$ cat config.mk
export PLATFORM = sky130hd
export DESIGN_NAME = cpu_slot_timer
export DESIGN_NICKNAME = d
export VERILOG_FILES = /design/src/logic/cpu_slot_timer.sv
export SDC_FILE = /design/constraint.sdc
export NUM_CORES = 1
export LEC_CHECK = 0
export BUFFER_PORTS_ARGS = -buffer_cell sky130_fd_sc_hd__clkbuf_2
export CAP_MARGIN = 15
export CORE_AREA = 2 2 39 41
export CTS_BUF_LIST = sky130_fd_sc_hd__clkbuf_16
export DETAILED_ROUTE_END_ITERATION = 8
export DIE_AREA = 0 0 41 43
export GPL_TIMING_DRIVEN = 0
export SLEW_MARGIN = 25
export SYNTH_ARGS = -nofsm -noshare
export SYNTH_HDL_FRONTEND = slang
export SYNTH_SLANG_ARGS = --single-unit
$ cat constraint.sdc
create_clock -name clk -period 1.85 [get_ports clk]
set_input_delay 0.2775 -clock clk [delete_from_list [all_inputs] [get_ports clk]]
set_output_delay 0.2775 -clock clk [all_outputs]
set_load 0.01 [all_outputs]
$ cat src/logic/cpu_slot_timer.sv
module cpu_slot_timer #(
    parameter int DIV = 4 // cycles per slot.
) (
    input  logic clk,
    input  logic rst,
    output logic cen_main,
    output logic cen_sub
);

    localparam int CW = (DIV > 1) ? $clog2(DIV) : 1;

    logic [CW-1:0] cnt;   // position inside the slot.
    logic          phase; // 0 main next. 1 sub next.

    always_ff @(posedge clk) begin
        if (rst) begin
            cnt      <= '0;
            phase    <= 1'b0;
            cen_main <= 1'b0;
            cen_sub  <= 1'b0;
        end else if (cnt == CW'(DIV - 1)) begin
            cnt      <= '0;      // wrap.
            phase    <= ~phase;  // alternate owners.
            cen_main <= ~phase;
            cen_sub  <= phase;
        end else begin
            cnt      <= cnt + 1'b1;
            cen_main <= 1'b0;    // single cycle pulses.
            cen_sub  <= 1'b0;
        end
    end

endmodule

## After elaboration in Yosys (flattened, before gate mapping)

Cells that the tools add are included.

| word-level totals | value |
|---|---|
| output and inout bits | 2 |
| flip-flop bits (word level) | 5 |
| logic and storage cells | 10 |
| input bits | 2 |

| operators by class | value |
|---|---|
| reduce and logical (&&, ||, !) cells | 2 |
| equal/unequal tests | 1 |
| add/subtract/negate cells | 1 |
| bitwise logic cells | 2 |

Operators by type and width:

| operator | count |
|---|---|
| $reduce_or A2 Y1 | 2 |
| $add A2 B1 Y2 const B | 1 |
| $eq A2 B2 Y1 const B | 1 |
| $not A1 Y1 | 2 |

## Depth between registers and ports, before layout

| depth | value |
|---|---|
| depth after elaboration | 3 |
| gate-level depth with buffers | 3 |
| gate-level depth less buffers | 3 |

## Worst setup path before layout

OpenSTA, ideal clock, no wires.

| timing path | value |
|---|---|
| kind | register to register |
| from | register cnt[0] |
| to | register cen_sub |
| slack | 1.017 ns |
| buffers on the path | 0 |
| data required time | 1.733 ns |
| period minus slack after synthesis | 0.833 ns |
| setup time | 0.117 ns |
| arrival time | 0.716 ns |
| stages on the path, launching flop included | 3 |
| path through | dfxtp_1 ha_1 and3b_2 |

| on the way | value |
|---|---|
| longest elaborated chain between the ends | 3 |

RTL lines:

| what | line | RTL |
|---|---|---|
| start: declaration | 12 | `logic [CW-1:0] cnt;` |
| start signal: assignment | 27 | `cnt <= cnt + 1'b1;` |
| $eq A2 B2 Y1 | 21 | `end else if (cnt == CW'(DIV - 1)) begin` |
| $not A1 Y1 (no line) | n/a |  |
| $reduce_or A2 Y1 (no line) | n/a |  |
| end signal: assignment | 25 | `cen_sub <= phase;` |
| end: declaration | 7 | `output logic cen_sub` |

Every way passes these cells.
A chain may end at the register's enable or synchronous reset.

## Final worst setup path

| timing path | value |
|---|---|
| from | register cen_main |
| to | output cen_main |

RTL lines:

| what | line | RTL |
|---|---|---|
| start: declaration | 6 | `output logic cen_main,` |
| start signal: assignment | 24 | `cen_main <= ~phase;` |

No word-level cell between the ends.

==> out/metrics.yaml <==
rrSetupSlack_ns: 0.99
overflow: 0
root_buffer: "clkbuf_16"
worstSetupStartpointType: "flop"
cts.clk_slew.worst_paths_ns: 0.03
crit_buf_inv: 1
cts.sinks: 5
diodes: 0
drv_slew: 0
dr.pass1.iters: 2
wire_per_inst_um: 6.03
reg2regPathDepth: 2
drtIter0Drc: 1
numPortBuffers: 3
cts_resized: 0
seq_area_um2: 100
grt_pass1_vias: 117
final_cells: 35
place_inst: 31
h-tree-depth: 1
grt_pass1_wl_um: 476
drive_gt1_share_pct: 36.8
worst-path-stages: 1
die_h_um: 43
cap_violations: 0
die-width_um: 41
rows: 14
period_share_pct: 49.7
busiest_layer: "met3"
preCtsSetupSlack_ns: 0.983
hold_path_class: "primary input to flop"
avgSynthCellArea_um2: 12.9
arrival_ns: 0.64
use_met3_pct: 7.85
ctsHoldBuffers: 0
fin_crit_ns: 0.920
max_slew.worst_pin.slew_ns: 0.164
yosys.area.top_type: "dfxtp_1"
layout_commonest_cell: "dfxtp_1"
clk_latency_ns: 0.22
grt_use_total_pct: 4.92
grt_use_met2_pct: 3.75
cp_max_fo: 1
clock_path_buffers: 2
p_leak_nw: 0.120
most-common-layout-cells: "dfxtp_1 (5), clkbuf_16 (3), clkbuf_2 (3), nor3b_1 (2)"
fillCellCount: 151
critPathTopFamily: "flip-flops"
rsz0062_at_grt: "no"
vias: 108
area_growth_pct: 73.4
synth_area_um2: 155
finalHoldViolations: 0
crit_chain: "clkbuf_2"
initial_utilization_pct: 11.2
seq_area_frac_synth_pct: 64.5
skew_ns: 0.000369
drt_wl_total_um: 211
postCtsSetupBuffers: 0
crit_required_ns: 1.57
grt_max_degree: 6
slowest_delay_ns: 0.30
max-slew-margin-rel_pct: 89.1
critical_path_class: "flop to output pin"
gr-usage-met1_pct: 5.16
synth_seq_cells: 5
postRouteAntennaNets: 0
netlist_top_cells_area: "dfxtp_1 (65%), nor3b_1 (9.7%), ha_1 (8.1%)"
status: "complete, no violations"
antenna_found_initial: 0
min_path_cells: 2
ys_warn_count: 0
fmax_mhz: 1090
synth_nets: 15
drc: 0
synthDistinctLibCells: 7
peakVddDrop_uv: 554
synth_top_area_share_pct: 64.5
end_kind: "output pin"
cts_buffers: 3
core_area_mm2: 0.00138
fin_ws_ns: 0.930
place_congestion: 0.550
synthCells: 12
finalSetupTns_ns: 0
ios: 4
layout.nets: 23
crit_path_top_delay_cell: "dfxtp_1"
avgViaCountPerCell: 3.09
tritoncts: "built"
multi_input_area_um2: 55.1
dieArea_mm2: 0.00176
finalSetupViolations: 0
pwr_density_cell_mw_per_mm2: 1780
==> registers in the layout (all words and copies together) (netlist names) <==
signal,flops
cnt,2
cen_main,1
phase,1
cen_sub,1
==> cell usage after synthesis <==
master and n:
nor2_1 1, xnor2_1 1, nor3b_1 2, and3b_2 1, dfxtp_1 5, nor3_1 1, ha_1 1
==> cells by family (layout without fill, tap and decap cells) <==
family                     after synthesis  count (layout)  synth area share, %
buffers and inverters                    0               7                    0
DFF                                      5               5                 64.5
and+or+nand+nor                          5               5                 21.8
adders and majority gates                1               1                 8.06
xor gates and xnor gates                 1               1                 5.65
==> worst paths after layout <==
kind / from / endpoint
setup / recovery: cen_main / cen_main
hold / removal: rst / phase
setup reg to reg: cnt[0] / cen_sub
hold reg to reg: cnt[0] / cnt[0]
==> power by group <==
group	switching, W	internal (W)	leakage [nW]	total [W]
Clock	0.0000637	0.000279	0.0423	0.000343
Combinational	0.00000675	0.00000918	0.0367	0.0000159
Sequential	0.00000359	0.000117	0.0409	0.000121
==> metal layers <==
metal	routed length, um	share of wire, %	up-vias
li1	-	-	56
met1	106	50	44
met2	56	27	6
met3	41	19	2
met4	6	2.8	0
met5	0	0	-
==> cell type report <==
class	count	area share, %
Clock inverter	1	1.40
Clock buffer	3	27.9
Tap cell	16	7.44
Timing Repair Buffer	3	5.58
Sequential cell	5	37.2
Multi-Input combinational cell	7	20.5
==> stage by stage <==
step / power, W / hold WS (ns) / util (%) / area [um2]
2_1_floorplan: 0.000134 / 0.350 / - / 155
4_1_cts: 0.000489 / 0.272 / 19.4 / 269
6_report: 0.000479 / 0.273 / 19.4 / 269
3_3_place_gp: 0.000137 / 0.407 / 13.7 / 190
3_5_place_dp: 0.000138 / 0.416 / 13.7 / 190
5_1_grt: 0.000503 / 0.302 / 19.4 / 269
Note: power is estimated with default switching activity, not from simulation.
