[config.mk]
export PLATFORM = sky130hd
export DESIGN_NAME = cpu_addr_decoder_flat
export DESIGN_NICKNAME = d
export VERILOG_FILES = /design/src/logic/rthunder_pkg.sv /design/src/logic/rthunder_bus_if.sv /design/src/logic/cpu_addr_decoder.sv /design/src/flat_wrapper.sv
export SDC_FILE = /design/constraint.sdc
export NUM_CORES = 1
export LEC_CHECK = 0
export BUFFER_PORTS_ARGS = -buffer_cell sky130_fd_sc_hd__buf_2
export CORE_AREA = 2 2 39 41
export CTS_CLUSTER_SIZE = 14
export DETAILED_ROUTE_END_ITERATION = 8
export DIE_AREA = 0 0 41 43
export SLEW_MARGIN = 5
export SYNTH_ARGS = -nofsm -noshare
export SYNTH_HDL_FRONTEND = slang
export SYNTH_SLANG_ARGS = --single-unit
export TNS_END_PERCENT = 50
[constraint.sdc]
create_clock -name clk -period 0.9 [get_ports clk]
set_clock_uncertainty 0.2 [all_clocks]
set_input_delay 0.09 -clock clk [delete_from_list [all_inputs] [get_ports clk]]
set_output_delay 0.09 -clock clk [all_outputs]
set_load 0.02 [all_outputs]
[src/logic/rthunder_pkg.sv]
package rthunder_pkg;

    //////////////////////////////
    // bus geometry
    //////////////////////////////

    localparam int BUS_AW    = 13;   // byte address bits on the shared bus.
    localparam int RAM_WORDS = 4096; // default depth of each video ram.

    //////////////////////////////
    // address regions
    //////////////////////////////

    // taken straight from cpu address bits 15..13.
    typedef enum logic [2:0] {
        reg_scr0  = 3'd0, // 0x0000 to 0x1fff.
        reg_scr1  = 3'd1, // 0x2000 to 0x3fff.
        reg_oram  = 3'd2, // 0x4000 to 0x5fff.
        reg_bank  = 3'd3, // 0x6000 to 0x7fff.
        reg_latch = 3'd4, // 0x8000 to 0x9fff.
        reg_rom   = 3'd5  // first rom code. 6 and 7 are rom too.
    } region_e;

    //////////////////////////////
    // cpu address word
    //////////////////////////////

    // one 16-bit word seen as raw bits or as split fields.
    typedef union packed {
        logic [15:0] raw;          // full cpu address.
        struct packed {
            logic [2:0]  region;   // compared against region_e.
            logic        sel;      // bit 12 picks bank or latch.
            logic [11:0] offset;   // byte offset inside the half region.
        } f;
    } cpu_addr_u;

endpackage

[src/logic/rthunder_bus_if.sv]
// one cpu's view of the shared bus.
interface cpu_port_if import rthunder_pkg::*; ();

    cpu_addr_u   addr;      // cpu address.
    logic [7:0]  dout;      // cpu write data.
    logic        rnw;       // high on read.
    logic        vma;       // valid memory address.

    logic        scr0_cs;   // scroll ram 0.
    logic        scr1_cs;   // scroll ram 1.
    logic        oram_cs;   // object ram.
    logic        mbank_cs;  // main bank register.
    logic        sbank_cs;  // sub bank register.
    logic        latch0_cs; // latch strobe 0.
    logic        latch1_cs; // latch strobe 1.
    logic        rom_cs;    // external rom.

    modport decoder (
        input  addr, vma,
        output scr0_cs, scr1_cs, oram_cs, mbank_cs, sbank_cs,
        output latch0_cs, latch1_cs, rom_cs
    );

    modport arbiter (
        input  addr, dout, rnw, vma,
        input  scr0_cs, scr1_cs, oram_cs, mbank_cs, sbank_cs,
        input  latch0_cs, latch1_cs, rom_cs
    );

endinterface


[src/logic/cpu_addr_decoder.sv]
module cpu_addr_decoder import rthunder_pkg::*; (
    input  logic        clk,
    input  logic        rst,
    cpu_port_if.decoder cpu
);

    logic       vma_q;  // qualifier for the selects.
    logic [2:0] region; // address bits 15..13.
    logic       sel;    // address bit 12.

    assign region = cpu.addr.f.region;
    assign sel    = cpu.addr.f.sel;

    //////////////////////////////
    // vma capture
    //////////////////////////////

    always_ff @(posedge clk) begin
        if (rst) begin
            vma_q <= 1'b0; // no selects out of reset.
        end else begin
            vma_q <= cpu.vma; // settles long before the owner slot.
        end
    end

    //////////////////////////////
    // region decode
    //////////////////////////////

    always_comb begin
        cpu.scr0_cs   = 1'b0;
        cpu.scr1_cs   = 1'b0;
        cpu.oram_cs   = 1'b0;
        cpu.mbank_cs  = 1'b0;
        cpu.sbank_cs  = 1'b0;
        cpu.latch0_cs = 1'b0;
        cpu.latch1_cs = 1'b0;
        cpu.rom_cs    = 1'b0;
        if (vma_q) begin
            case (region)
                reg_scr0:  cpu.scr0_cs = 1'b1;
                reg_scr1:  cpu.scr1_cs = 1'b1;
                reg_oram:  cpu.oram_cs = 1'b1;
                reg_bank: begin
                    cpu.mbank_cs = ~sel; // 0x6000 half.
                    cpu.sbank_cs = sel;  // 0x7000 half.
                end
                reg_latch: begin
                    cpu.latch0_cs = ~sel; // 0x8000 half.
                    cpu.latch1_cs = sel;  // 0x9000 half.
                end
                default:   cpu.rom_cs = 1'b1; // codes 5 to 7.
            endcase
        end
    end

endmodule

[src/flat_wrapper.sv]
// flat-port wrapper written by rule: the top's interface ports become plain ports
module cpu_addr_decoder_flat import rthunder_pkg::*;
  (clk, rst, cpu_addr, cpu_vma, cpu_scr0_cs, cpu_scr1_cs, cpu_oram_cs, cpu_mbank_cs, cpu_sbank_cs, cpu_latch0_cs, cpu_latch1_cs, cpu_rom_cs);
  cpu_port_if cpu_i ();
  input  logic clk;
  input  logic rst;
  input wire logic [$bits(cpu_i.addr)-1:0] cpu_addr;
  input wire logic [$bits(cpu_i.vma)-1:0] cpu_vma;
  output wire logic [$bits(cpu_i.scr0_cs)-1:0] cpu_scr0_cs;
  output wire logic [$bits(cpu_i.scr1_cs)-1:0] cpu_scr1_cs;
  output wire logic [$bits(cpu_i.oram_cs)-1:0] cpu_oram_cs;
  output wire logic [$bits(cpu_i.mbank_cs)-1:0] cpu_mbank_cs;
  output wire logic [$bits(cpu_i.sbank_cs)-1:0] cpu_sbank_cs;
  output wire logic [$bits(cpu_i.latch0_cs)-1:0] cpu_latch0_cs;
  output wire logic [$bits(cpu_i.latch1_cs)-1:0] cpu_latch1_cs;
  output wire logic [$bits(cpu_i.rom_cs)-1:0] cpu_rom_cs;
  assign cpu_i.addr = cpu_addr;
  assign cpu_i.vma = cpu_vma;
  assign cpu_scr0_cs = cpu_i.scr0_cs;
  assign cpu_scr1_cs = cpu_i.scr1_cs;
  assign cpu_oram_cs = cpu_i.oram_cs;
  assign cpu_mbank_cs = cpu_i.mbank_cs;
  assign cpu_sbank_cs = cpu_i.sbank_cs;
  assign cpu_latch0_cs = cpu_i.latch0_cs;
  assign cpu_latch1_cs = cpu_i.latch1_cs;
  assign cpu_rom_cs = cpu_i.rom_cs;
  cpu_addr_decoder u_core (.clk(clk), .rst(rst), .cpu(cpu_i));
endmodule
==> After elaboration in Yosys (flattened, before gate mapping) <==
Cells that the tools add are included.
{ "totals": {"register_bits": 1, "elab_cells": 24, "out_inout_bits": 8, "in_bits": 19} }
{ "op_classes": {"muxes": 16, "bitwise": 1, "n_eq_ne": 4, "n_reduce_logical": 2} }
{ "ops": {"columns": ["operator", "count"], "rows": [
  ["1-bit 2-to-1 mux", 16],
  ["3-bit by 2-bit == test with 1-bit output, second input constant", 2],
  ["5-bit OR reduction", 1],
  ["3-bit by 1-bit == test with 1-bit output, second input constant", 1],
  ["3-bit == test, second input constant", 1],
  ["3-bit zero test", 1],
  ["1-bit NOT", 1]
]} }

==> Longest topological paths before layout <==
{ "depth": {"depth_word": 4, "depth_mapped": 2, "ltp_nobuf": 2} }

==> Least setup slack after synthesis <==
Ideal clock, no wire load.
{ "synth_path": {"path_type": "register -> output", "from": "reg u_core.vma_q", "to": "out cpu_latch0_cs", "required_time_ps": 610, "setup_slack_ps": -464, "arrival_time_ps": 1074, "stages_incl_launch_ff": 3, "path_cell_list": "dfxtp_1 > nand2_1 > nor4_1"} }
{ "synth_via": {"elab_chain_len": 1} }
{ "synth_rtl": {"columns": ["element", "line", "rtl"], "rows": [
  ["start: declaration", "cpu_addr_decoder.sv:7", "logic vma_q;"],
  ["start signal: assignment", "cpu_addr_decoder.sv:22", "vma_q <= cpu.vma;"],
  ["1-bit 2-to-1 mux", "cpu_addr_decoder.sv:39", "if (vma_q) begin"],
  ["end: declaration", "flat_wrapper.sv:14", "output wire logic [$bits(cpu_i.latch0_cs)-1:0] cpu_latch0_cs;"]
]} }
No other way between the ends.

==> Worst setup path in the final report <==
{ "layout_path": {"from": "reg u_core.vma_q", "to": "out cpu_oram_cs"} }
{ "layout_via": {"elab_chain_len": 1} }
{ "layout_rtl": {"columns": ["element", "line", "rtl"], "rows": [
  ["1-bit 2-to-1 mux", "cpu_addr_decoder.sv:39", null],
  ["end: declaration", "flat_wrapper.sv:11", "output wire logic [$bits(cpu_i.oram_cs)-1:0] cpu_oram_cs;"]
]} }
No other way between the ends.

==> flow_summary.json <==
{
  "status": "finished with violations",
  "failed_checks": "setup timing",
  "period_needed_ps": 1060,
  "synth_nets": 34,
  "synth_top_area_cell": "dfxtp_1",
  "largestRegisters": "u_core.vma_q x1",
  "grt_util_all_layers_pct": 4.20,
  "die_area_sq_um": 1760,
  "final.hold.worst_slack_ps": 42.2,
  "leakagePower_nw": 0.136,
  "holdCritPathClass": "in2reg",
  "detail_route.wl_per_cell_um": 8.57,
  "use_met3_pct": 0,
  "diodes": 0,
  "arrival_ps": 770,
  "grt_pass1_wl_um": 552,
  "gp_congestion": 0.610,
  "port_buffers": 14,
  "nets": 51,
  "vias_per_cell": 3.61,
  "whs_endpoint": "u_core.vma_q",
  "drt_wl_total_um": 394,
  "netlist_area_sq_um": 101,
  "min_path_cells": 2,
  "grt_pass1_vias": 150,
  "ys_types": 9,
  "slew_headroom_pct": 85.2,
  "finalCritPeriodShare_pct": 118,
  "finalWorstSetupSlack_ps": -163,
  "top_register": "u_core.vma_q",
  "io_pins": 27,
  "antenna_found_initial": 0,
  "syn_inst": 15,
  "avgSynthCellArea_sq_um": 6.76,
  "drt_iter0_drc": 1,
  "cp_max_fo": 5,
  "vias": 166,
  "cp_slowest_cell": "dfxtp_4",
  "ant_nets": 0,
  "drv_slew": 0,
  "clk_pin_slew_ps": 0,
  "p_sw_uw": 52.6,
  "p_int_uw": 84.2,
  "seqPwrFrac_pct": 36.7,
  "grt_max_degree": 8,
  "setup_violations": 8,
  "swShare_pct": 38.4,
  "hold_violations": 0,
  "largest_reg_flops": 1,
  "layout_common_cells": "buf_4, buf_2, nor3_2, buf_6",
  "startpoint_type": "flip-flop",
  "start_util_pct": 7.32,
  "hold_buffers": 0,
  "syn_to_final_growth_pct": 210,
  "combPwrFrac_pct": 63.3,
  "final_common_cell": "buf_4",
  "die_height_um": 43,
  "max_cap_viol_count": 0,
  "crit_buf_inv": 1,
  "drive_above_1_share_pct": 86.7,
  "timing.fmax_mhz": 940,
  "tightest_slew_ps": 222,
  "p_per_area_nw_per_um2": 436,
  "num_rows": 14,
  "pwr-share-clk_pct": 0,
  "ys_top_cells_by_area": "dfxtp_1, nor3_1, nor3b_1",
  "grt.met1_usage_pct": 4.44,
  "synth-seq-area-share_pct": 19.8,
  "hold_start": "rst",
  "drc": 0,
  "yosysTopAreaCellShare_pct": 19.8,
  "power_uw": 137,
  "synth_seq_cells": 1,
  "fp.coreArea_sq_um": 1380,
  "path_class": "reg2out",
  "busiest_layer": "met2",
  "worst_ep_required_time_ps": 610,
  "path_cells": "nand2b_4 > nor3b_4 > buf_6",
  "drt_first_pass_iters": 2,
  "vdd_drop_max_mv": 0.203,
  "gr-total-overflow": 0,
  "critPathTopFamily": "flip-flops",
  "ys.warnings.count": 0,
  "fp.dieW_um": 41,
  "met2_usage_pct": 8.75,
  "slowest_delay_ps": 350,
  "rsz0062_at_grt": "true",
  "endpoint_kind": "output pin"
}
[Yosys cell counts]
cell / n
nor3_1: 3
nand2b_4: 1
nor2_1: 2
nor4_1: 2
dfxtp_1: 1
nor2b_1: 1
nand2_1: 2
inv_1: 1
nor3b_1: 2
[cells by family (layout without fill, tap and decap cells)]
logic type / Yosys count / count (layout) / synth area share (%)
buffers and inverters: 1 / 16 / 3.70
and+or+nand+nor: 13 / 13 / 76.5
DFF: 1 / 1 / 19.8
[power by group through the flow]
stage          clock [mW]  sequential, mW  combinational (mW)
2_1_floorplan           0          0.0503              0.0371
3_3_place_gp            0          0.0504              0.0783
3_5_place_dp            0          0.0508              0.0791
4_1_cts                 0          0.0512              0.0846
5_1_grt                 0          0.0505              0.0927
6_report                0          0.0502              0.0865
[through the flow]
stage	util (%)	setup TNS, ps	setup slack (ps)	std cells	cell area [sq um]
2_1_floorplan	-	-978	-157	15	173
3_3_place_gp	19.5	-1280	-221	46	270
3_5_place_dp	19.5	-1400	-246	46	270
4_1_cts	21.7	-1120	-167	46	300
5_1_grt	22.7	-1250	-197	46	314
6_report	22.7	-994	-163	46	314
[cell type report]
class,count,area [sq um]
sequential,1,23.8
multi-input combinational,13,155
tap,16,20.0
timing repair buffer,15,111
inverter,1,3.75
fill,160,1070
[how the worst max path moves through the flow]
stage,cells after the start,start,endpoint
floorplan,2,u_core.vma_q,cpu_latch0_cs
CTS,3,u_core.vma_q,cpu_latch0_cs
global route,3,u_core.vma_q,cpu_oram_cs
finish,3,u_core.vma_q,cpu_oram_cs
detailed placement,3,u_core.vma_q,cpu_latch0_cs
global placement,3,u_core.vma_q,cpu_latch0_cs
[per-layer routing]
metal,vias to the layer above,part of all wire [%]
li1,83,-
met1,76,34
met2,7,60
met3,0,6.3
met4,0,0
met5,-,0
[repair_timing]
action,in CTS,in global routing
endpoints found under the setup margin,8,8
setup buffers,0,0
hold endpoints to repair,0,0
gates resized for setup,11,4
(Power assumes the default switching activity.)
