$ cat config.mk
export PLATFORM = sky130hd
export DESIGN_NAME = shared_bus_arbiter_flat
export DESIGN_NICKNAME = d
export VERILOG_FILES = /design/src/logic/rthunder_pkg.sv /design/src/logic/rthunder_bus_if.sv /design/src/logic/shared_bus_arbiter.sv /design/src/flat_wrapper.sv
export SDC_FILE = /design/constraint.sdc
export NUM_CORES = 1
export LEC_CHECK = 0
export BUFFER_PORTS_ARGS = -buffer_cell sky130_fd_sc_hd__buf_2
export CORE_MARGIN = 5
export CORE_UTILIZATION = 33
export CTS_BUF_LIST = sky130_fd_sc_hd__clkbuf_4 sky130_fd_sc_hd__clkbuf_8
export CTS_CLUSTER_SIZE = 24
export DETAILED_ROUTE_END_ITERATION = 10
export HOLD_SLACK_MARGIN = 0.05
export MAX_ROUTING_LAYER = met4
export PLACE_DENSITY = 0.87
export RECOVER_POWER = 100
export SYNTH_ARGS = -nofsm -noshare
export SYNTH_HDL_FRONTEND = slang
export SYNTH_SLANG_ARGS = --single-unit
$ cat constraint.sdc
create_clock -name clk -period 4.1 [get_ports clk]
set_clock_uncertainty 0.2 [all_clocks]
set_input_delay 0.41 -clock clk [delete_from_list [all_inputs] [get_ports clk]]
set_output_delay 0.41 -clock clk [all_outputs]
set_load 0.005 [all_outputs]
$ cat src/logic/rthunder_pkg.sv
package rthunder_pkg;

    //////////////////////////////
    // bus geometry
    //////////////////////////////

    localparam int BUS_AW    = 13;   // byte address bits on the shared bus.
    localparam int RAM_WORDS = 4096; // default depth of each video ram.

    //////////////////////////////
    // address regions
    //////////////////////////////

    // taken straight from cpu address bits 15..13.
    typedef enum logic [2:0] {
        reg_scr0  = 3'd0, // 0x0000 to 0x1fff.
        reg_scr1  = 3'd1, // 0x2000 to 0x3fff.
        reg_oram  = 3'd2, // 0x4000 to 0x5fff.
        reg_bank  = 3'd3, // 0x6000 to 0x7fff.
        reg_latch = 3'd4, // 0x8000 to 0x9fff.
        reg_rom   = 3'd5  // first rom code. 6 and 7 are rom too.
    } region_e;

    //////////////////////////////
    // cpu address word
    //////////////////////////////

    // one 16-bit word seen as raw bits or as split fields.
    typedef union packed {
        logic [15:0] raw;          // full cpu address.
        struct packed {
            logic [2:0]  region;   // compared against region_e.
            logic        sel;      // bit 12 picks bank or latch.
            logic [11:0] offset;   // byte offset inside the half region.
        } f;
    } cpu_addr_u;

endpackage

$ cat src/logic/rthunder_bus_if.sv
// one cpu's view of the shared bus.
interface cpu_port_if import rthunder_pkg::*; ();

    cpu_addr_u   addr;      // cpu address.
    logic [7:0]  dout;      // cpu write data.
    logic        rnw;       // high on read.
    logic        vma;       // valid memory address.

    logic        scr0_cs;   // scroll ram 0.
    logic        scr1_cs;   // scroll ram 1.
    logic        oram_cs;   // object ram.
    logic        mbank_cs;  // main bank register.
    logic        sbank_cs;  // sub bank register.
    logic        latch0_cs; // latch strobe 0.
    logic        latch1_cs; // latch strobe 1.
    logic        rom_cs;    // external rom.

    modport decoder (
        input  addr, vma,
        output scr0_cs, scr1_cs, oram_cs, mbank_cs, sbank_cs,
        output latch0_cs, latch1_cs, rom_cs
    );

    modport arbiter (
        input  addr, dout, rnw, vma,
        input  scr0_cs, scr1_cs, oram_cs, mbank_cs, sbank_cs,
        input  latch0_cs, latch1_cs, rom_cs
    );

endinterface

// 16-bit ram port with byte lanes.
interface word_ram_if import rthunder_pkg::*; ();

    logic [BUS_AW-2:0] addr;  // word address.
    logic [7:0]        wdata; // same byte on both lanes.
    logic [1:0]        we;    // bit 1 high lane. bit 0 low lane.
    logic [15:0]       rdata; // async word read.

    modport master (output addr, wdata, we, input rdata);
    modport slave  (input addr, wdata, we, output rdata);

endinterface

$ cat src/logic/shared_bus_arbiter.sv
module shared_bus_arbiter import rthunder_pkg::*; (
    input  logic        clk,
    input  logic        rst,
    input  logic        cen_main,
    input  logic        cen_sub,
    cpu_port_if.arbiter main_cpu,
    cpu_port_if.arbiter sub_cpu,
    word_ram_if.master  scr0,
    word_ram_if.master  scr1,
    word_ram_if.master  oram,
    input  logic [7:0]  mrom_data,
    input  logic [7:0]  srom_data,
    output logic [1:0]  mbank,
    output logic [1:0]  sbank,
    output logic        latch0,
    output logic        latch1,
    output logic [7:0]  mdin,
    output logic [7:0]  sdin
);

    logic              bsel;     // 1 when the sub owns the bus.
    logic [BUS_AW-1:0] baddr;    // owner byte address.
    logic [7:0]        bdout;    // owner write data.
    logic              brnw;     // owner read flag.
    logic              bwr;      // owner write strobe.
    logic              scr0_cs;
    logic              scr1_cs;
    logic              oram_cs;
    logic              mbank_cs;
    logic              sbank_cs;
    logic [1:0]        lane;     // byte lane from address bit 0.
    logic [7:0]        bdin;     // byte read back from the rams.

    // byte of a ram word picked by address bit 0.
    function automatic logic [7:0] pick_byte(input logic [15:0] w, input logic hi);
        return hi ? w[15:8] : w[7:0];
    endfunction

    //////////////////////////////
    // ownership
    //////////////////////////////

    always_ff @(posedge clk) begin
        if (rst) begin
            bsel <= 1'b0; // main first.
        end else if (cen_main) begin
            bsel <= 1'b1; // main slot done so hand over.
        end else if (cen_sub) begin
            bsel <= 1'b0; // back to main.
        end
    end

    // owner mux.
    always_comb begin
        if (bsel) begin
            baddr    = sub_cpu.addr.raw[BUS_AW-1:0];
            bdout    = sub_cpu.dout;
            brnw     = sub_cpu.rnw;
            scr0_cs  = sub_cpu.scr0_cs;
            scr1_cs  = sub_cpu.scr1_cs;
            oram_cs  = sub_cpu.oram_cs;
            mbank_cs = sub_cpu.mbank_cs;
            sbank_cs = sub_cpu.sbank_cs;
            latch0   = sub_cpu.latch0_cs;
            latch1   = sub_cpu.latch1_cs;
        end else begin
            baddr    = main_cpu.addr.raw[BUS_AW-1:0];
            bdout    = main_cpu.dout;
            brnw     = main_cpu.rnw;
            scr0_cs  = main_cpu.scr0_cs;
            scr1_cs  = main_cpu.scr1_cs;
            oram_cs  = main_cpu.oram_cs;
            mbank_cs = main_cpu.mbank_cs;
            sbank_cs = main_cpu.sbank_cs;
            latch0   = main_cpu.latch0_cs;
            latch1   = main_cpu.latch1_cs;
        end
    end

    //////////////////////////////
    // ram ports
    //////////////////////////////

    assign bwr  = ~brnw;
    assign lane = {baddr[0], ~baddr[0]}; // odd address hits the high byte.

    assign scr0.addr  = baddr[BUS_AW-1:1];
    assign scr0.wdata = bdout;
    assign scr0.we    = {2{scr0_cs & bwr}} & lane;
    assign scr1.addr  = baddr[BUS_AW-1:1];
    assign scr1.wdata = bdout;
    assign scr1.we    = {2{scr1_cs & bwr}} & lane;
    assign oram.addr  = baddr[BUS_AW-1:1];
    assign oram.wdata = bdout;
    assign oram.we    = {2{oram_cs & bwr}} & lane;

    always_comb begin
        if (scr0_cs) begin
            bdin = pick_byte(scr0.rdata, baddr[0]);
        end else if (scr1_cs) begin
            bdin = pick_byte(scr1.rdata, baddr[0]);
        end else if (oram_cs) begin
            bdin = pick_byte(oram.rdata, baddr[0]);
        end else begin
            bdin = 8'h00; // bank and latch read as zero.
        end
    end

    //////////////////////////////
    // bank registers
    //////////////////////////////

    always_ff @(posedge clk) begin
        if (rst) begin
            mbank <= 2'd0;
            sbank <= 2'd0;
        end else begin
            if (mbank_cs && bwr) mbank <= bdout[1:0]; // either cpu may write.
            if (sbank_cs && bwr) sbank <= bdout[1:0];
        end
    end

    // read data held outside the owner slot.
    always_ff @(posedge clk) begin
        if (rst) begin
            mdin <= 8'h00;
            sdin <= 8'h00;
        end else if (!bsel) begin
            mdin <= main_cpu.rom_cs ? mrom_data : bdin;
        end else begin
            sdin <= sub_cpu.rom_cs ? srom_data : bdin;
        end
    end

endmodule

$ cat src/flat_wrapper.sv
// flat-port wrapper written by rule: the top's interface ports become plain ports
module shared_bus_arbiter_flat import rthunder_pkg::*;
  (clk, rst, cen_main, cen_sub, mrom_data, srom_data, mbank, sbank, latch0, latch1, mdin, sdin, main_cpu_addr, main_cpu_dout, main_cpu_rnw, main_cpu_vma, main_cpu_scr0_cs, main_cpu_scr1_cs, main_cpu_oram_cs, main_cpu_mbank_cs, main_cpu_sbank_cs, main_cpu_latch0_cs, main_cpu_latch1_cs, main_cpu_rom_cs, sub_cpu_addr, sub_cpu_dout, sub_cpu_rnw, sub_cpu_vma, sub_cpu_scr0_cs, sub_cpu_scr1_cs, sub_cpu_oram_cs, sub_cpu_mbank_cs, sub_cpu_sbank_cs, sub_cpu_latch0_cs, sub_cpu_latch1_cs, sub_cpu_rom_cs, scr0_addr, scr0_wdata, scr0_we, scr0_rdata, scr1_addr, scr1_wdata, scr1_we, scr1_rdata, oram_addr, oram_wdata, oram_we, oram_rdata);
  cpu_port_if main_cpu_i ();
  cpu_port_if sub_cpu_i ();
  word_ram_if scr0_i ();
  word_ram_if scr1_i ();
  word_ram_if oram_i ();
  input  logic clk;
  input  logic rst;
  input  logic cen_main;
  input  logic cen_sub;
  input  logic [7:0] mrom_data;
  input  logic [7:0] srom_data;
  output logic [1:0] mbank;
  output logic [1:0] sbank;
  output logic latch0;
  output logic latch1;
  output logic [7:0] mdin;
  output logic [7:0] sdin;
  input wire logic [$bits(main_cpu_i.addr)-1:0] main_cpu_addr;
  input wire logic [$bits(main_cpu_i.dout)-1:0] main_cpu_dout;
  input wire logic [$bits(main_cpu_i.rnw)-1:0] main_cpu_rnw;
  input wire logic [$bits(main_cpu_i.vma)-1:0] main_cpu_vma;
  input wire logic [$bits(main_cpu_i.scr0_cs)-1:0] main_cpu_scr0_cs;
  input wire logic [$bits(main_cpu_i.scr1_cs)-1:0] main_cpu_scr1_cs;
  input wire logic [$bits(main_cpu_i.oram_cs)-1:0] main_cpu_oram_cs;
  input wire logic [$bits(main_cpu_i.mbank_cs)-1:0] main_cpu_mbank_cs;
  input wire logic [$bits(main_cpu_i.sbank_cs)-1:0] main_cpu_sbank_cs;
  input wire logic [$bits(main_cpu_i.latch0_cs)-1:0] main_cpu_latch0_cs;
  input wire logic [$bits(main_cpu_i.latch1_cs)-1:0] main_cpu_latch1_cs;
  input wire logic [$bits(main_cpu_i.rom_cs)-1:0] main_cpu_rom_cs;
  input wire logic [$bits(sub_cpu_i.addr)-1:0] sub_cpu_addr;
  input wire logic [$bits(sub_cpu_i.dout)-1:0] sub_cpu_dout;
  input wire logic [$bits(sub_cpu_i.rnw)-1:0] sub_cpu_rnw;
  input wire logic [$bits(sub_cpu_i.vma)-1:0] sub_cpu_vma;
  input wire logic [$bits(sub_cpu_i.scr0_cs)-1:0] sub_cpu_scr0_cs;
  input wire logic [$bits(sub_cpu_i.scr1_cs)-1:0] sub_cpu_scr1_cs;
  input wire logic [$bits(sub_cpu_i.oram_cs)-1:0] sub_cpu_oram_cs;
  input wire logic [$bits(sub_cpu_i.mbank_cs)-1:0] sub_cpu_mbank_cs;
  input wire logic [$bits(sub_cpu_i.sbank_cs)-1:0] sub_cpu_sbank_cs;
  input wire logic [$bits(sub_cpu_i.latch0_cs)-1:0] sub_cpu_latch0_cs;
  input wire logic [$bits(sub_cpu_i.latch1_cs)-1:0] sub_cpu_latch1_cs;
  input wire logic [$bits(sub_cpu_i.rom_cs)-1:0] sub_cpu_rom_cs;
  output wire logic [$bits(scr0_i.addr)-1:0] scr0_addr;
  output wire logic [$bits(scr0_i.wdata)-1:0] scr0_wdata;
  output wire logic [$bits(scr0_i.we)-1:0] scr0_we;
  input wire logic [$bits(scr0_i.rdata)-1:0] scr0_rdata;
  output wire logic [$bits(scr1_i.addr)-1:0] scr1_addr;
  output wire logic [$bits(scr1_i.wdata)-1:0] scr1_wdata;
  output wire logic [$bits(scr1_i.we)-1:0] scr1_we;
  input wire logic [$bits(scr1_i.rdata)-1:0] scr1_rdata;
  output wire logic [$bits(oram_i.addr)-1:0] oram_addr;
  output wire logic [$bits(oram_i.wdata)-1:0] oram_wdata;
  output wire logic [$bits(oram_i.we)-1:0] oram_we;
  input wire logic [$bits(oram_i.rdata)-1:0] oram_rdata;
  assign main_cpu_i.addr = main_cpu_addr;
  assign main_cpu_i.dout = main_cpu_dout;
  assign main_cpu_i.rnw = main_cpu_rnw;
  assign main_cpu_i.vma = main_cpu_vma;
  assign main_cpu_i.scr0_cs = main_cpu_scr0_cs;
  assign main_cpu_i.scr1_cs = main_cpu_scr1_cs;
  assign main_cpu_i.oram_cs = main_cpu_oram_cs;
  assign main_cpu_i.mbank_cs = main_cpu_mbank_cs;
  assign main_cpu_i.sbank_cs = main_cpu_sbank_cs;
  assign main_cpu_i.latch0_cs = main_cpu_latch0_cs;
  assign main_cpu_i.latch1_cs = main_cpu_latch1_cs;
  assign main_cpu_i.rom_cs = main_cpu_rom_cs;
  assign sub_cpu_i.addr = sub_cpu_addr;
  assign sub_cpu_i.dout = sub_cpu_dout;
  assign sub_cpu_i.rnw = sub_cpu_rnw;
  assign sub_cpu_i.vma = sub_cpu_vma;
  assign sub_cpu_i.scr0_cs = sub_cpu_scr0_cs;
  assign sub_cpu_i.scr1_cs = sub_cpu_scr1_cs;
  assign sub_cpu_i.oram_cs = sub_cpu_oram_cs;
  assign sub_cpu_i.mbank_cs = sub_cpu_mbank_cs;
  assign sub_cpu_i.sbank_cs = sub_cpu_sbank_cs;
  assign sub_cpu_i.latch0_cs = sub_cpu_latch0_cs;
  assign sub_cpu_i.latch1_cs = sub_cpu_latch1_cs;
  assign sub_cpu_i.rom_cs = sub_cpu_rom_cs;
  assign scr0_addr = scr0_i.addr;
  assign scr0_wdata = scr0_i.wdata;
  assign scr0_we = scr0_i.we;
  assign scr0_i.rdata = scr0_rdata;
  assign scr1_addr = scr1_i.addr;
  assign scr1_wdata = scr1_i.wdata;
  assign scr1_we = scr1_i.we;
  assign scr1_i.rdata = scr1_rdata;
  assign oram_addr = oram_i.addr;
  assign oram_wdata = oram_i.wdata;
  assign oram_we = oram_i.we;
  assign oram_i.rdata = oram_rdata;
  shared_bus_arbiter u_core (.clk(clk), .rst(rst), .cen_main(cen_main), .cen_sub(cen_sub), .main_cpu(main_cpu_i), .sub_cpu(sub_cpu_i), .scr0(scr0_i), .scr1(scr1_i), .oram(oram_i), .mrom_data(mrom_data), .srom_data(srom_data), .mbank(mbank), .sbank(sbank), .latch0(latch0), .latch1(latch1), .mdin(mdin), .sdin(sdin));
endmodule
Word level (Yosys, flattened, before mapping). Cells that the tools add are included.

RAM bits: 0. Memories: 0. Register bits after elaboration: 21. ROM bits: 0. Logic and storage cells: 36. Bits in latches: 0. Output and inout bits: 88.

Divide/modulo/power cells: 0. $mul: 0. Add/subtract/negate cells: 0. Mux-type cells: 20. Equality and inequality tests: 0. Reduce and logical (&&, ||, !) cells: 3. Magnitude comparators: 0. Shift operators: 0. Bitwise gates (word level): 8.

Operators by type and width (number): $mux 8 (9); $mux 13 (1); $mux 1 (10); $and 2x2->2 (3); $and 1x1->1 (3); $logic_and 1x1->1 (2); $not 1->1 (2); $reduce_bool 2->1 (1).

Logic depth before layout (Yosys ltp). Gate-level depths: netlist (run 1).

Depth after elaboration: 6. Mapped depth: 7. Mapped depth without buffers: 5.

Worst setup path after synthesis (run 1). Ideal clock, no wire load.

Path kind: reg2out. Start: register u_core.bsel. End: output scr0_addr[0]. Arrival: 1.375 ns. Stages on the path, launching flop included: 6. Setup slack: 2.115 ns. Data required time: 3.490 ns. Cell sequence: dfxtp_1 > buf_4 > buf_6 > buf_2 > mux2_1 > buf_4.

Word-level cells in the longest chain between the ends: 1.

RTL lines: start: declaration (line shared_bus_arbiter.sv:21) `logic bsel;`; start signal: assignment (line shared_bus_arbiter.sv:45) `bsel <= 1'b0;`; start signal: assignment (line shared_bus_arbiter.sv:47) `bsel <= 1'b1;`; start signal: assignment (line shared_bus_arbiter.sv:49) `bsel <= 1'b0;`; $mux 13 (line shared_bus_arbiter.sv:55) `if (bsel) begin`; end: declaration (line flat_wrapper.sv:45) `output wire logic [$bits(scr0_i.addr)-1:0] scr0_addr;`.

No other way between the ends.

Worst setup path in the final report (run 1).
Start: register u_core.bsel. End: output scr0_we[1].

Word-level cells in the longest chain between the ends: 4. Elaborated cells on any way between the ends: 6. Classes of those cells: 3 x mux; 3 x bitwise.

RTL lines: $mux 1 (line shared_bus_arbiter.sv:55); $not 1->1 (line shared_bus_arbiter.sv:84) `assign bwr = ~brnw;`; $and 1x1->1 (line shared_bus_arbiter.sv:89) `assign scr0.we = {2{scr0_cs & bwr}} & lane;`; $and 2x2->2 (*) (line shared_bus_arbiter.sv:89); end: declaration (line flat_wrapper.sv:47) `output wire logic [$bits(scr0_i.we)-1:0] scr0_we;`.

Every way passes the cells marked *; elsewhere a longest branch is shown, timed or not.

==> results_dict.tcl, run 1 <==
set metrics [dict create \
    synth.ff_latch_count 21 \
    grt_max_degree 42 \
    cts_tree "done" \
    syn_to_final_growth_pct 33.58 \
    outcome "finished, final reports clean" \
    cts_sinks 21 \
    worst_path_largest_cell_delay_ns 1.10 \
    die_y_um 91.06 \
    r2r_slack_ns 1.12 \
    setup_viol 0 \
    grt_pass1_vias 2523 \
    min_path_cells 3 \
    drtIter0Drc 46 \
    reg2reg_depth 5 \
    wl_per_cell_um 16.74 \
    cp.arrival_ns 2.49 \
    gp_congestion 0.8544 \
    final_cells 493 \
    vdd_drop_max_mv 0.1937 \
    maxSlewHeadroom_pct 21.93 \
    post_route_cells_drive_above_1_share_pct 43.75 \
    first_pass_iters 4 \
    crit_slowest_cell "dfxtp_1" \
    async_flop_share_pct 0 \
    holdBufCountCts 0 \
    place_area_um2 2917 \
    ys_top_cells_by_count "42 x buf_4, 29 x nor2_1, 21 x dfxtp_1, 21 x mux2i_1, 20 x mux2_1" \
    dpl.hpwl_mm 6.835 \
    clkPwrFrac_pct 20.2 \
    p_per_area_nw_per_um2 231.5 \
    clkTransAtPathRegs_ns 0.07 \
    power_uw 670.6 \
    combPwrFrac_pct 44.7 \
    synth.most_common_cell "buf_4" \
    avgSynthCellArea_um2 8.503 \
    ctsRootBufferMaster "clkbuf_8" \
    synth_ff_type "dfxtp_1" \
    r2r_start "u_core.bsel" \
    synth_edf_count 0 \
    synth_cells 255 \
    fmax_ghz 0.3221 \
    rsz0062_at_grt "false" \
    htreeDepth 1 \
    vias 2506 \
    post_cts_resized 0 \
    crit_family "flip-flops" \
    cp_max_fo 25 \
    cts_buffers 3 \
    die_area_um2 8292 \
    clockBufferDepth 2 \
    cellLeakagePower_uw 0.001426 \
    reg2reg_to "u_core.mdin[7]" \
    required_ns 3.49 \
    via_per_inst 5.083 \
    grt-ovfl-total 0 \
    period_share_pct 75.72 \
    synthTopCellsByArea "dfxtp_1 19%, buf_4 15%, mux2_1 10%" \
    post-place-ws_ns 1.504 \
    grt_pass1_wl_mm 12.63 \
    numPortBuffers 215 \
    switching_share_pct 35.01 \
    p_int_uw 435.8 \
    rows 29 \
    design_area_um2 2897 \
    worstMarginPinSlew_ns 1.169 \
    min_path_type "input port to flop" \
    fin_setup_tns_ns 0 \
    finalNetCount 553 \
    fp.dieW_um 91.06 \
    antenna_found_initial 0 \
    min_period_ns 3.104 \
    ant_nets 0 \
    clkLatencyLatePin_ns 0.25 \
    synth_cell_types 32 \
    switching_power_uw 234.8 \
    synth_area_leader_cell "dfxtp_1" \
    drc 0 \
    yosysWarnings 0 \
    maxCapViolations 0 \
    dp_cells 489 \
    core_area_um2 6386 \
    synth_top_area_share_pct 19.39 \
    syn-cell-area_um2 2168 \
    worstSetupEndpointType "output pin" \
    ios 224 \
    maxSlewViolCount 0 \
    initial_core_util_pct 33.95 \
    power_frac_seq_pct 35.0 \
    seq_area_frac_synth_pct 19.39 \
    setup.worst_path.class "flop to output pin" \
    n_antenna_cell 0 \
    global_route.usage.total_pct 18.67 \
    syn-num-nets 391 \
    wirelength_mm 8.255 \
    hold_path_end "u_core.bsel" \
    cts_setup_buffers 0 \
    startpoint_type "flop" \
    fin_ws_ns 0.9957 \
    crit_chain "mux2_1 > o21ai_0 > nor2_1 > buf_2" \
    critPathBufInv 1 \
    worstHoldStart "cen_main" \
    finalHoldViolCount 0 \
]
[registers in the layout, summed over array words and instances (netlist names)]
| signal | count |
|---|---|
| u_core.mbank | 2 |
| u_core.bsel | 1 |
| u_core.sbank | 2 |
| u_core.mdin | 8 |
| u_core.sdin | 8 |
[cell type report]
cell class	instances	area [um2]
clock inverters	1	5.005
inverters	2	7.507
multi-input cells	173	1295
fillers	686	3490
repair buffers	216	1031
well taps	77	96.34
clock buffers	3	41.29
flip-flops and latches	21	420.4
[worst register-to-register path: cells and delay by family, from the launching register on]
family           cells  cell delay, ns
AO/OA/AOI/OAI        2            0.57
AND/OR/NAND/NOR      1            0.09
flip-flops           1            1.10
multiplexers         2            0.90
[how the worst max path moves through the flow]
| stage | start | to | slack (ns) | cells after the start |
|---|---|---|---|---|
| after CTS | u_core.bsel | scr0_wdata[1] | 1.39 | 3 |
| after global routing | u_core.bsel | scr0_we[1] | 0.67 | 4 |
| final | u_core.bsel | scr0_we[1] | 1.0 | 4 |
| after global placement | u_core.bsel | u_core.mdin[7] | 1.60 | 5 |
| after floorplan | u_core.bsel | scr0_addr[0] | 2.12 | 5 |
| after detailed placement | u_core.bsel | u_core.mdin[7] | 1.50 | 5 |
[cell usage in the layout (no fill, tap or decap)]
cell type	n
a211oi_1	7
a211oi_2	1
a21oi_1	17
a221oi_1	8
a22o_1	2
a22oi_1	18
a32oi_2	1
and2_1	1
buf_2	173
buf_4	1
clkbuf_1	42
clkbuf_8	3
clkinv_2	1
dfxtp_1	21
inv_1	2
mux2_1	23
mux2_4	1
mux2i_1	21
mux2i_2	1
nand2b_1	4
nor2_1	29
nor2b_1	10
nor3_1	8
o21ai_0	1
o221ai_1	8
or2b_1	12
[power groups by stage]
stage	Clock, uW	Sequential, uW	Combinational (uW)
after global routing	152	238	331
after floorplan	0	235	208
after global placement	0	238	305
after detailed placement	0	239	313
final	136	235	300
after CTS	141	235	315
[metal layers]
layer	track usage [%]	wire [um]	part of all wire [%]	vias up
met4	3.056	59	0.71	0
li1	-	-	-	1209
met2	34.07	4252	52	132
met3	3.719	679	8.2	8
met5	-	0	0	-
met1	21.28	3264	40	1157
[per-stage QoR]
step                hold slack [ns]  util, %
floorplan                    0.2783        -
global placement             0.2747    45.67
detailed placement           0.2794    45.67
CTS                          0.1667    46.39
global route                 0.1744    45.36
finish                       0.1694    45.36
[cells by family (layout without fill, tap and decap cells)]
kind of cell | count (synthesis) | in the layout | synth area share (%)
buffers and inverters | 61 | 222 | 20.31
AND/OR/NAND/NOR | 64 | 64 | 15.35
AO/OA/AOI/OAI | 63 | 63 | 21.98
multiplexers | 46 | 46 | 22.97
flip-flops | 21 | 21 | 19.39
Power figures use the tool's default switching activity.
==> run 2: changes to the inputs <==
- PLACE_DENSITY: 0.87 -> 0.9
- clock period: 4.1 -> 2.8 ns (I/O delays scaled with it)
==> results_dict.tcl, run 2 (synthesis gave the netlist of run 1 again) <==
set metrics [dict create \
    outcome "finished, final reports clean" \
    post_route_cells_drive_above_1_share_pct 44.98 \
    reg2reg_depth 6 \
    critPathBufInv 2 \
    setup.worst_path.class "flop to output pin" \
    maxSlewViolCount 0 \
    p_per_area_nw_per_um2 340.1 \
    switching_power_uw 350.7 \
    min_period_ns 2.574 \
    die_y_um 91.06 \
    switching_share_pct 35.34 \
    worstMarginPinSlew_ns 0.8447 \
    syn_to_final_growth_pct 34.56 \
    crit_start "u_core.bsel" \
    power_frac_seq_pct 34.2 \
    design_area_um2 2918 \
    ctsRootBufferMaster "clkbuf_8" \
    cts_tree "done" \
    numPortBuffers 215 \
    gp_congestion 0.8152 \
    rsz0062_at_grt "false" \
    worst_path_largest_cell_delay_ns 0.71 \
    grt_pass1_vias 2530 \
    cp.arrival_ns 2.09 \
    grt-ovfl-total 0 \
    r2r_slack_ns 0.40 \
    crit_chain "clkbuf_2 > mux2_1 > buf_2" \
    ant_nets 0 \
    worstSetupEndpointType "output pin" \
    rows 29 \
    global_route.usage.total_pct 18.88 \
    p_int_uw 641.6 \
    cts_sinks 21 \
    clkTransAtPathRegs_ns 0.08 \
    wirelength_mm 8.387 \
    fp.dieW_um 91.06 \
    grt_max_degree 43 \
    min_path_cells 4 \
    first_pass_iters 4 \
    min_path_type "input port to flop" \
    crit_slowest_cell "clkbuf_2" \
    n_antenna_cell 0 \
    setup_viol 0 \
    finalHoldViolCount 0 \
    maxSlewHeadroom_pct 43.69 \
    drc 0 \
    reg2reg_to "u_core.sdin[2]" \
    cts_buffers 3 \
    reg_top3 "u_core.mdin (8), u_core.sdin (8)" \
    dpl.hpwl_mm 6.932 \
    hold_path_end "u_core.bsel" \
    vias 2550 \
    clockBufferDepth 2 \
    worstHoldStart "cen_sub" \
    fmax_ghz 0.3885 \
    wl_per_cell_um 16.94 \
    combPwrFrac_pct 45.2 \
    required_ns 2.32 \
    htreeDepth 1 \
    clkPwrFrac_pct 20.6 \
    final_cell_mix "176 x buf_2, 39 x clkbuf_1, 29 x nor2_1, 22 x mux2_1, 21 x mux2i_1" \
    startpoint_type "flop" \
    grt_pass1_wl_mm 12.63 \
    vdd_drop_max_mv 0.2517 \
    period_share_pct 91.92 \
    r2r_start "u_core.bsel" \
    place_area_um2 2924 \
    antenna_found_initial 0 \
    ios 224 \
    drtIter0Drc 73 \
    cp_max_fo 42 \
    via_per_inst 5.152 \
    core_area_um2 6386 \
    layout_commonest_cell "buf_2" \
    crit_family "buffers and inverters" \
    clkLatencyLatePin_ns 0.26 \
    fin_setup_tns_ns 0 \
    initial_core_util_pct 33.95 \
    maxCapViolations 0 \
    die_area_um2 8292 \
    finalNetCount 555 \
    cellLeakagePower_uw 0.001443 \
]
## run 2: what timing repair did
item / CTS / global route
hold buffers: 1 / 0
setup buffers: 0 / 0
endpoints found under the hold margin: 1 / 0
resized for setup: 0 / 0
## run 2: worst max-delay path by stage
stage,to,slack (ns),cells after the start
after detailed placement,u_core.sdin[0],0.42,6
final,scr1_wdata[1],0.23,3
after global routing,scr1_wdata[1],0.1,3
after global placement,u_core.sdin[6],0.55,6
after floorplan,scr0_addr[0],0.95,5
after CTS,u_core.sdin[6],0.42,6
## run 2: layout make-up
type                       count  area (um2)
multi-input combinational    173        1296
inverter                       2       7.507
tap                           77       96.34
timing repair buffer         218        1050
clock inverter                 1       5.005
clock buffer                   3       41.29
fill                         672        3468
sequential                    21       421.7
## run 2: power groups by stage
stage	clock (uW)	sequential [uW]	combinational, uW
global route	221	342	494
floorplan	0	344	304
CTS	208	339	468
detailed placement	0	346	464
finish	204	340	449
global placement	0	344	451
## run 2: worst min-delay path: stages
cell and delay [ns]:
buf_2 0.09, inv_1 0.04, a21oi_1 0.05, nor2_1 0.07
## run 2: metal layers
metal	up-vias	share of wire, %	GRT usage, %	routed length (um)
li1	1213	-	-	-
met1	1197	37	20.48	3072
met2	138	54	36.06	4513
met3	2	9.3	3.554	780
met4	0	0.24	2.689	20
met5	-	0	-	0
## run 2: stage by stage
| step | std cells | hold WS, ns | utilization (%) | setup WS [ns] | power [uW] |
|---|---|---|---|---|---|
| after floorplan | 255 | 0.1593 | - | 0.9454 | 648.5 |
| after global placement | 490 | 0.2734 | 45.79 | 0.5548 | 795.4 |
| after detailed placement | 490 | 0.2834 | 45.79 | 0.4213 | 809.6 |
| after CTS | 495 | 0.1063 | 46.67 | 0.4162 | 1015 |
| after global routing | 495 | 0.1552 | 45.69 | 0.09650 | 1057 |
| final | 495 | 0.1105 | 45.69 | 0.2261 | 992.3 |
==> run 3: changes to the inputs <==
- ABC_AREA: default -> 1
- GPL_ROUTABILITY_DRIVEN: default -> 0
- PLACE_DENSITY: 0.9 -> 0.89
- SKIP_CTS_REPAIR_TIMING: default -> 1
==> results_dict.tcl, run 3 <==
set metrics [dict create \
    clkTransAtPathRegs_ns 0.08 \
    cp_max_fo 9 \
    seq_area_frac_synth_pct 18.94 \
    grt_pass1_vias 3005 \
    period_share_pct 85.80 \
    cp.arrival_ns 1.92 \
    setup_viol 0 \
    synth.ff_latch_count 21 \
    worstHoldStart "cen_main" \
    crit_chain "mux2i_1 > nand3_1 > nor2_1 > clkbuf_2" \
    synth_top_area_share_pct 26.89 \
    yosysWarnings 0 \
    synth.most_common_cell "nand2_1" \
    cts_tree "done" \
    rows 29 \
    worstSetupEndpointType "output pin" \
    die_area_um2 8467 \
    finalNetCount 703 \
    r2r_start "u_core.bsel" \
    rsz0062_at_grt "false" \
    place_area_um2 3013 \
    finalHoldViolCount 0 \
    crit_family "multiplexers" \
    utilization_pct 46.28 \
    synth_area_leader_cell "nand2_1" \
    worst_path_largest_cell_delay_ns 0.65 \
    syn_to_final_growth_pct 34.67 \
    cellLeakagePower_uw 0.001755 \
    drtIter0Drc 97 \
    fmax_ghz 0.4162 \
    reg_top3 "u_core.mdin (8), u_core.sdin (8)" \
    maxSlewHeadroom_pct 52.80 \
    layout_commonest_cell "nand2_1" \
    initial_core_util_pct 34.37 \
    wirelength_mm 8.706 \
    cts_sinks 21 \
    setup.worst_path.class "flop to output pin" \
    p_per_area_nw_per_um2 341.0 \
    via_per_inst 4.737 \
    syn-num-nets 537 \
    fin_setup_tns_ns 0 \
    grt_max_degree 49 \
    clkLatencyLatePin_ns 0.26 \
    final_cell_mix "160 x nand2_1, 159 x buf_2, 51 x clkbuf_1, 41 x nor2_1, 33 x inv_1" \
    ctsRootBufferMaster "clkbuf_8" \
    ant_nets 0 \
    grt_pass1_wl_mm 13.64 \
    drc 0 \
    critPathBufInv 1 \
    crit_start "u_core.bsel" \
    syn-cell-area_um2 2220 \
    grt-ovfl-total 0 \
    avgSynthCellArea_um2 5.535 \
    first_pass_iters 5 \
    n_antenna_cell 0 \
    startpoint_type "flop" \
    vias 3046 \
    synth_ff_type "dfxtp_1" \
    min_period_ns 2.403 \
    required_ns 2.32 \
    async_flop_share_pct 0 \
    worstMarginPinSlew_ns 0.6883 \
    dpl.hpwl_mm 7.356 \
    core_area_um2 6459 \
    synth_cell_types 21 \
    min_path_type "input port to flop" \
    fp.dieW_um 92.02 \
    synthTopCellsByArea "nand2_1 27%, dfxtp_1 19%, buf_4 14%" \
    die_y_um 92.02 \
    crit_slowest_cell "mux2i_1" \
    global_route.usage.total_pct 20.11 \
    post_route_cells_drive_above_1_share_pct 31.27 \
    design_area_um2 2989 \
    outcome "finished, final reports clean" \
    maxCapViolations 0 \
    ios 224 \
    synth_edf_count 0 \
    htreeDepth 1 \
    maxSlewViolCount 0 \
    clockBufferDepth 2 \
    wl_per_cell_um 13.54 \
    antenna_found_initial 0 \
    synth_cells 401 \
    n_fill_cell 710 \
    ys_top_cells_by_count "159 x nand2_1, 41 x nor2_1, 40 x buf_4" \
    numPortBuffers 215 \
    vdd_drop_max_mv 0.1952 \
    cts_buffers 3 \
]
run 3: cell types whose count changed after synthesis, sizes merged, moves of 11 or more:
cell	delta
nand2	+165
nand3	+29
nor2	+13
a21oi	+11
mux2i	-21
o21ai	+16
or2b	-12
mux2	-24
inv	+32
a22oi	-18
run 3: cells by family after synthesis:
family | synth area share [%]
AO/OA/AOI/OAI | 10.48
buffers and inverters | 23.56
flip-flops | 18.94
multiplexers | 0.4510
AND/OR/NAND/NOR | 46.56
run 3: path summary, 6_finish.rpt:
kind              cells after the start        endpoint  slack [ns]
setup / recovery                      4      oram_we[0]        0.40
hold / removal                        3     u_core.bsel        0.04
setup reg to reg                      9  u_core.sdin[5]        0.69
hold reg to reg                       2  u_core.sdin[3]        0.27
run 3: metrics by stage:
step | cells | power (uW) | worst slack [ns] | hold WS (ns)
final | 643 | 1019 | 0.3975 | 0.04471
after global routing | 643 | 1111 | 0.2300 | 0.07214
after CTS | 643 | 1050 | 0.4732 | 0.04014
after detailed placement | 639 | 842.1 | 0.7851 | 0.2561
after global placement | 639 | 831.2 | 0.9020 | 0.2481
after floorplan | 401 | 666.5 | 1.001 | 0.1491
run 3: where the power goes:
group	internal [uW]	switching, uW	leakage [uW]	total, uW
Clock	99.1	101	0.0000255	200
Combinational	201	283	0.00156	483
Sequential	322	13.8	0.000173	336
Total	622	398	0.00176	1020
run 3: final cells by class:
class	count	area, um2	share of cell area (%)
clock buffers	3	41.29	1.381
clock inverters	1	5.005	0.1674
inverters	34	127.6	4.270
multi-input cells	290	1274	42.61
flip-flops and latches	21	420.4	14.06
well taps	77	96.34	3.223
repair buffers	217	1025	34.28
run 3: worst min-delay path, cell delays in order:
cell,delay [ns]
buf_2,0.08
nor2_1,0.05
nor2_1,0.07
run 3: routing by layer:
metal	vias to the layer above	wire (um)	GRT usage, %
met3	14	808	4.173
li1	1530	-	-
met2	165	4501	37.65
met1	1337	3229	21.47
met4	0	167	5.074
met5	-	0	-
